`src/verilog/acc_config.svh`:
```
`ifndef ACC_CONFIG_SVH
`define ACC_CONFIG_SVH

// Sample and sum widths
`define ACC_IN_WIDTH  16
`define ACC_OUT_WIDTH 24

// Arguments (range bins) per burst
`define ACC_N_ARGS    16

// Burst and group counters, also kg_count and nkg_count
`define ACC_CNT_WIDTH 16

`define ACC_WE_DELAY  2
`define ACC_BURST_GAP 2

`endif

```
`src/verilog/acc_pkg.sv`:
```
`include "acc_config.svh"

package acc_pkg;

    localparam int ARG_ADDR_WIDTH = $clog2(`ACC_N_ARGS);

    // Signed input sample
    typedef logic signed [`ACC_IN_WIDTH-1:0] sample_t;

    // Signed running sum, as stored in the line memory
    typedef logic signed [`ACC_OUT_WIDTH-1:0] acc_t;

    typedef logic [ARG_ADDR_WIDTH-1:0] arg_addr_t;

    // Burst index within a group, or group index within a frame
    typedef logic [`ACC_CNT_WIDTH-1:0] burst_cnt_t;

endpackage

```
`src/verilog/delay_line.sv`:
```
`timescale 1ns/10ps

module delay_line #(
    parameter int DEPTH = 2
) (
    input  logic clk,
    input  logic reset,
    input  logic in,
    output logic out
);

    logic [DEPTH-1:0] stages;

    // Stage 0 takes the input, every later stage takes its neighbour
    always_ff @(posedge clk) begin
        if (reset) begin
            stages <= '0;
        end else begin
            stages[0] <= in;
            for (int i = 1; i < DEPTH; i++) begin
                stages[i] <= stages[i-1];
            end
        end
    end

    // Exactly DEPTH cycles from in to out
    assign out = stages[DEPTH-1];

endmodule

```
`src/verilog/line_memory.sv`:
```
`timescale 1ns/10ps

`include "acc_config.svh"

module line_memory (
    input  logic              clk,
    input  logic              reset,
    input  logic              we_wr,
    input  acc_pkg::arg_addr_t rd_addr,
    input  acc_pkg::acc_t     wr_data,
    output acc_pkg::acc_t     mem_out
);

    localparam acc_pkg::arg_addr_t LAST_ADDR = acc_pkg::arg_addr_t'(`ACC_N_ARGS - 1);

    // One running sum per argument
    acc_pkg::acc_t mem [`ACC_N_ARGS];

    acc_pkg::arg_addr_t wr_addr;

    // Write address follows the write strobe; since we_wr is the read
    // strobe delayed, this lands on the same argument the read used
    always_ff @(posedge clk) begin
        if (reset) begin
            wr_addr <= '0;
        end else if (!we_wr || wr_addr == LAST_ADDR) begin
            wr_addr <= '0;
        end else begin
            wr_addr <= wr_addr + 1'b1;
        end
    end

    always_ff @(posedge clk) begin
        if (we_wr) begin
            mem[wr_addr] <= wr_data;
        end
    end

    // Registered read, always enabled
    // Burst gap keeps this from reading a word in the cycle it is written
    always_ff @(posedge clk) begin
        mem_out <= mem[rd_addr];
    end

endmodule

```
`src/verilog/accum_sequencer.sv`:
```
`timescale 1ns/10ps

`include "acc_config.svh"

module accum_sequencer (
    input  logic                clk,
    input  logic                reset,
    input  logic                coh_mode,
    input  acc_pkg::burst_cnt_t kg_count,
    input  acc_pkg::burst_cnt_t nkg_count,
    input  logic                we,
    input  logic                we_wr,
    output acc_pkg::arg_addr_t  rd_addr,
    output logic                load_sum,
    output logic                add_en,
    output logic                valid
);

    localparam acc_pkg::arg_addr_t LAST_ARG = acc_pkg::arg_addr_t'(`ACC_N_ARGS - 1);

    acc_pkg::burst_cnt_t kg_cntr;
    acc_pkg::burst_cnt_t nkg_cntr;
    logic                last_arg;
    logic                last_kg;
    logic                last_nkg;
    logic                frame_final;
    logic                frame_final_wr;

    assign last_arg = we && (rd_addr == LAST_ARG);
    assign last_kg  = kg_cntr == acc_pkg::burst_cnt_t'(kg_count - 1'b1);
    assign last_nkg = nkg_cntr == acc_pkg::burst_cnt_t'(nkg_count - 1'b1);

    // Argument read counter, runs only while the burst is on the input
    always_ff @(posedge clk) begin
        if (reset) begin
            rd_addr <= '0;
        end else if (!we || last_arg) begin
            rd_addr <= '0;
        end else begin
            rd_addr <= rd_addr + 1'b1;
        end
    end

    // Burst within a kg group
    always_ff @(posedge clk) begin
        if (reset) begin
            kg_cntr <= '0;
        end else if (last_arg) begin
            if (last_kg) begin
                kg_cntr <= '0;
            end else begin
                kg_cntr <= kg_cntr + 1'b1;
            end
        end
    end

    // Group within the frame, steps at the end of each group
    always_ff @(posedge clk) begin
        if (reset) begin
            nkg_cntr <= '0;
        end else if (last_arg && last_kg) begin
            if (last_nkg) begin
                nkg_cntr <= '0;
            end else begin
                nkg_cntr <= nkg_cntr + 1'b1;
            end
        end
    end

    // Sum control for the sample now on the input, used one cycle later
    // Coherent: restart each group, add every burst
    // Non-coherent: only the last burst of a group counts
    always_ff @(posedge clk) begin
        if (reset) begin
            load_sum <= 1'b0;
            add_en   <= 1'b0;
        end else if (coh_mode) begin
            load_sum <= kg_cntr == '0;
            add_en   <= 1'b1;
        end else begin
            load_sum <= last_kg && (nkg_cntr == '0);
            add_en   <= last_kg;
        end
    end

    assign frame_final = last_kg && last_nkg;

    // Frame-final flag travels alongside we to the write stage
    delay_line #(
        .DEPTH (`ACC_WE_DELAY)
    ) final_delay (
        .clk   (clk),
        .reset (reset),
        .in    (frame_final),
        .out   (frame_final_wr)
    );

    assign valid = coh_mode ? we_wr : (we_wr && frame_final_wr);

endmodule

```
`src/verilog/accum_datapath.sv`:
```
`timescale 1ns/10ps

module accum_datapath (
    input  logic             clk,
    input  logic             reset,
    input  acc_pkg::sample_t r_in,
    input  acc_pkg::acc_t    mem_out,
    input  logic             load_sum,
    input  logic             add_en,
    output acc_pkg::acc_t    sum
);

    acc_pkg::sample_t r_in_reg;
    acc_pkg::acc_t    sample_ext;

    // Sample waits one cycle for its memory word
    always_ff @(posedge clk) begin
        r_in_reg <= r_in;
    end

    // Signed cast widens with the sign bit
    assign sample_ext = acc_pkg::acc_t'(r_in_reg);

    // Load starts a new sum, add accumulates, otherwise the old word
    // goes back to memory untouched
    always_ff @(posedge clk) begin
        if (reset) begin
            sum <= '0;
        end else if (load_sum) begin
            sum <= sample_ext;
        end else if (add_en) begin
            sum <= sample_ext + mem_out;
        end else begin
            sum <= mem_out;
        end
    end

endmodule

```
`src/verilog/arr_accum.sv`:
```
`timescale 1ns/10ps

`include "acc_config.svh"

module arr_accum (
    input  logic                clk,
    input  logic                reset,
    input  logic                coh_mode,
    input  acc_pkg::burst_cnt_t kg_count,
    input  acc_pkg::burst_cnt_t nkg_count,
    input  logic                we,
    input  acc_pkg::sample_t    r_in,
    output acc_pkg::acc_t       r_out,
    output logic                valid
);

    logic               we_wr;
    logic               load_sum;
    logic               add_en;
    acc_pkg::arg_addr_t rd_addr;
    acc_pkg::acc_t      mem_out;
    acc_pkg::acc_t      sum;

    // we lined up with the sum register output
    delay_line #(
        .DEPTH (`ACC_WE_DELAY)
    ) we_delay (
        .clk   (clk),
        .reset (reset),
        .in    (we),
        .out   (we_wr)
    );

    accum_sequencer sequencer (
        .clk       (clk),
        .reset     (reset),
        .coh_mode  (coh_mode),
        .kg_count  (kg_count),
        .nkg_count (nkg_count),
        .we        (we),
        .we_wr     (we_wr),
        .rd_addr   (rd_addr),
        .load_sum  (load_sum),
        .add_en    (add_en),
        .valid     (valid)
    );

    accum_datapath datapath (
        .clk      (clk),
        .reset    (reset),
        .r_in     (r_in),
        .mem_out  (mem_out),
        .load_sum (load_sum),
        .add_en   (add_en),
        .sum      (sum)
    );

    // Sum is written back in the same cycle it is presented
    line_memory memory (
        .clk     (clk),
        .reset   (reset),
        .we_wr   (we_wr),
        .rd_addr (rd_addr),
        .wr_data (sum),
        .mem_out (mem_out)
    );

    assign r_out = sum;

endmodule

```
`config.mk`:
```
export PLATFORM = sky130hd
export DESIGN_NAME = arr_accum
export DESIGN_NICKNAME = d
export VERILOG_FILES = /design/src/verilog/acc_pkg.sv /design/src/verilog/delay_line.sv /design/src/verilog/line_memory.sv /design/src/verilog/accum_sequencer.sv /design/src/verilog/accum_datapath.sv /design/src/verilog/arr_accum.sv
export VERILOG_INCLUDE_DIRS = /design/src /design/src/verilog
export SDC_FILE = /design/constraint.sdc
export NUM_CORES = 1
export LEC_CHECK = 0
export BUFFER_PORTS_ARGS = -buffer_cell sky130_fd_sc_hd__buf_2
export CAP_MARGIN = 20
export CORE_MARGIN = 5
export CORE_UTILIZATION = 39
export CTS_BUF_LIST = sky130_fd_sc_hd__clkbuf_2
export CTS_CLUSTER_SIZE = 16
export DETAILED_ROUTE_END_ITERATION = 8
export MAX_ROUTING_LAYER = met4
export SYNTH_ARGS = -nofsm -noshare
export SYNTH_HDL_FRONTEND = slang
export SYNTH_SLANG_ARGS = --single-unit
```
`constraint.sdc`:
```
create_clock -name clk -period 8.75 [get_ports clk]
set_input_delay 1.75 -clock clk [delete_from_list [all_inputs] [get_ports clk]]
set_output_delay 1.75 -clock clk [all_outputs]
set_load 0.1 [all_outputs]
```
==> impl_metrics.tcl <==
set metrics [dict create \
    dr.first_iter.drc_count 944 \
    yosysSeqAreaShare_pct 66.8 \
    die-area_um2 57400 \
    endpoint_kind "register" \
    ys_ff_latch 494 \
    synth_nets 1367 \
    synth-xor-area-share_pct 3.36 \
    fmax_ghz 0.238 \
    rows 84 \
    r2r_setup_slack_ns 5.28 \
    total_leakage_power_nw 7.90 \
    period_needed_ns 4.21 \
    worst_pin_slew_ns 1.06 \
    period_share_pct 48.1 \
    dr_total_vias 12100 \
    timing.hold.ws_ns 0.442 \
    io_pins 77 \
    cts_made_buffers 130 \
    slew_violations 0 \
    largest_register_ffs 384 \
    maxSlewHeadroom_pct 29.3 \
    synth_ff_type "edfxtp_1" \
    hpwl_mm 27.7 \
    powerDensity_nw_per_um2 198 \
    ys_warn_count 0 \
    layout-drive-gt1-share_pct 29.5 \
    grt_overflow 0 \
    finalSetupTns_ns 0 \
    cp.arrival_ns 5.07 \
    synthMuxAreaShare_pct 13.6 \
    synth_fa_ha_area_share_pct 2.17 \
    vdd_ir_drop_max_mv 0.0921 \
    via_per_inst 5.34 \
    h-tree-depth 4 \
    worstSkewPairLatency_ns 1.08 \
    synth_compound_area_share_pct 5.33 \
    synth_area_um2 20600 \
    synth-simple-area-share_pct 7.28 \
    cp_data_required_time_ns 9.61 \
    status "finished, final reports clean" \
    areaGrowthSynthToFinish_pct 13.2 \
    nFillCells 4675 \
    wl_mm 48.1 \
    clock_sinks 494 \
    synth_edf_count 384 \
    antenna_found_initial 1 \
    reg2regPathDepth 4 \
    grt_pass1_vias 12500 \
    cts-root-buf "clkbuf_2" \
    startpoint_type "primary input" \
    syn_area_per_cell_um2 16.1 \
    start_util_pct 39.2 \
    hold_end "sequencer.final_delay.stages[1]" \
    multi_input_area_um2 6640 \
    grt_pass1_wl_mm 73.5 \
    cp_max_fo 14 \
    drc 0 \
    core_um2 52400 \
    async_flop_share_pct 0 \
    top_register "memory.mem" \
    rsz0062_at_grt "no" \
    netlist_instances 1280 \
    synth_top_family_by_area "multiplexers" \
    holdBufCountCts 0 \
    port-buffer-count 76 \
    min_path_cells 1 \
    setup_viol_count_final 0 \
    seq_area_um2 13700 \
    die_w_um 240 \
    hold_class "reg2reg" \
    yosysUniqueCellTypes 67 \
    clk_pin_slew_ns 0.09 \
    finClkSkew_ns 0.0705 \
    r2r-end "memory.mem_out[23]" \
    grt_usage_pct 17.4 \
    maxCapViolations 0 \
    postCtsResizedCells 0 \
    drt_first_pass_iters 6 \
    reg_top3 "memory.mem x384, datapath.sum x24, memory.mem_out x24" \
    final_common_cell "edfxtp_1" \
    final_antenna_net_count 0 \
    crit_type "in2reg" \
    timing.final.hold_violations 0 \
    hold_path.startpoint "sequencer.final_delay.stages[0]" \
    die_h_um 240 \
    cts_setup_buffers 0 \
    place.gp.congestion 0.857 \
    cts_tree "yes" \
    mostFrequentLayoutCells "edfxtp_1 (384), clkbuf_2 (193), mux4_2 (120), dfxtp_1 (106), nor2_1 (81)" \
    cts_buffer_depth 3 \
    fin_nets 1549 \
    wl_per_cell_um 21.3 \
    grt_max_degree 57 \
    r2r_start "sequencer.rd_addr[0]" \
]
[worst max-delay path: stages]
cell and delay, ns:
buf_2 0.14, inv_1 0.06, ha_1 0.25, nor4b_4 0.46
xnor2_1 0.11, or4_1 0.41, a221o_1 0.40, and4b_1 0.41
nand2_1 0.11, o21bai_1 0.84, nor2_1 0.13
[how the worst max path moves through the flow]
stage	from	endpoint	slack, ns	cells past startpoint
2_1_floorplan	kg_count[0]	sequencer.nkg_cntr[11]	4.11	11
6_report	kg_count[0]	sequencer.nkg_cntr[5]	4.54	11
4_1_cts	datapath.sum[2]	r_out[2]	4.52	1
3_3_place_gp	kg_count[0]	sequencer.nkg_cntr[7]	3.66	11
3_5_place_dp	kg_count[0]	sequencer.nkg_cntr[6]	3.53	11
5_1_grt	datapath.sum[2]	r_out[2]	4.45	1
[layout make-up]
| class | instances | area share, % |
|---|---|---|
| flip-flops and latches | 494 | 59.1 |
| multi-input cells | 705 | 28.5 |
| clock buffers | 193 | 4.15 |
| well taps | 688 | 3.70 |
| repair buffers | 101 | 2.86 |
| clock inverters | 44 | 1.18 |
| inverters | 30 | 0.484 |
| diodes | 2 | 0.0215 |
[routing by layer]
metal / GRT usage, % / wire (µm) / vias up
met5: - / 0 / -
met2: 27.4 / 23400 / 327
met3: 4.15 / 2600 / 71
met4: 5.27 / 905 / 0
li1: - / - / 5499
met1: 22.6 / 21200 / 6153
[cells by family after synthesis]
group,count (synthesis)
muxes,129
and+or+nand+nor,289
adders and majority gates,35
AOI/OAI and AO/OA,173
DFF,494
xor gates and xnor gates,79
buffers and inverters,81
[power by group]
part           leakage (nW)  total (mW)  switching (mW)  internal, mW
combinational          2.56       0.356           0.223         0.134
clock                 0.919        1.62           0.938         0.684
sequential             4.42        2.64          0.0645          2.57
[per-stage QoR]
| step | setup slack (ns) | instances | total power, mW | area [µm²] | utilization, % |
|---|---|---|---|---|---|
| after floorplan | 4.11 | 1280 | 2.94 | 20600 | - |
| after global placement | 3.66 | 2010 | 3.04 | 21900 | 41.7 |
| after detailed placement | 3.53 | 2016 | 3.05 | 22000 | 41.9 |
| after CTS | 4.52 | 2253 | 4.68 | 23200 | 44.3 |
| after global routing | 4.45 | 2257 | 4.85 | 23300 | 44.4 |
| final | 4.54 | 2257 | 4.62 | 23300 | 44.4 |
[synth_stat cells (12+ instances only)]
library cell  count  area, µm²
edfxtp_1        384      11500
mux4_2          120       2700
dfxtp_1         110       2200
nor2_1           95        357
a21oi_1          56        280
nand2_1          48        180
xnor2_1          45        394
clkbuf_1         37        139
ha_1             34        425
xor2_1           34        298
inv_1            30        113
nand3_1          25        125
o21ai_0          24        120
nor3_1           22        110
nand2b_1         16        100
a31oi_1          14       87.6
buf_1            13       48.8
a211oi_1         12       90.1
(Power assumes the default switching activity.)
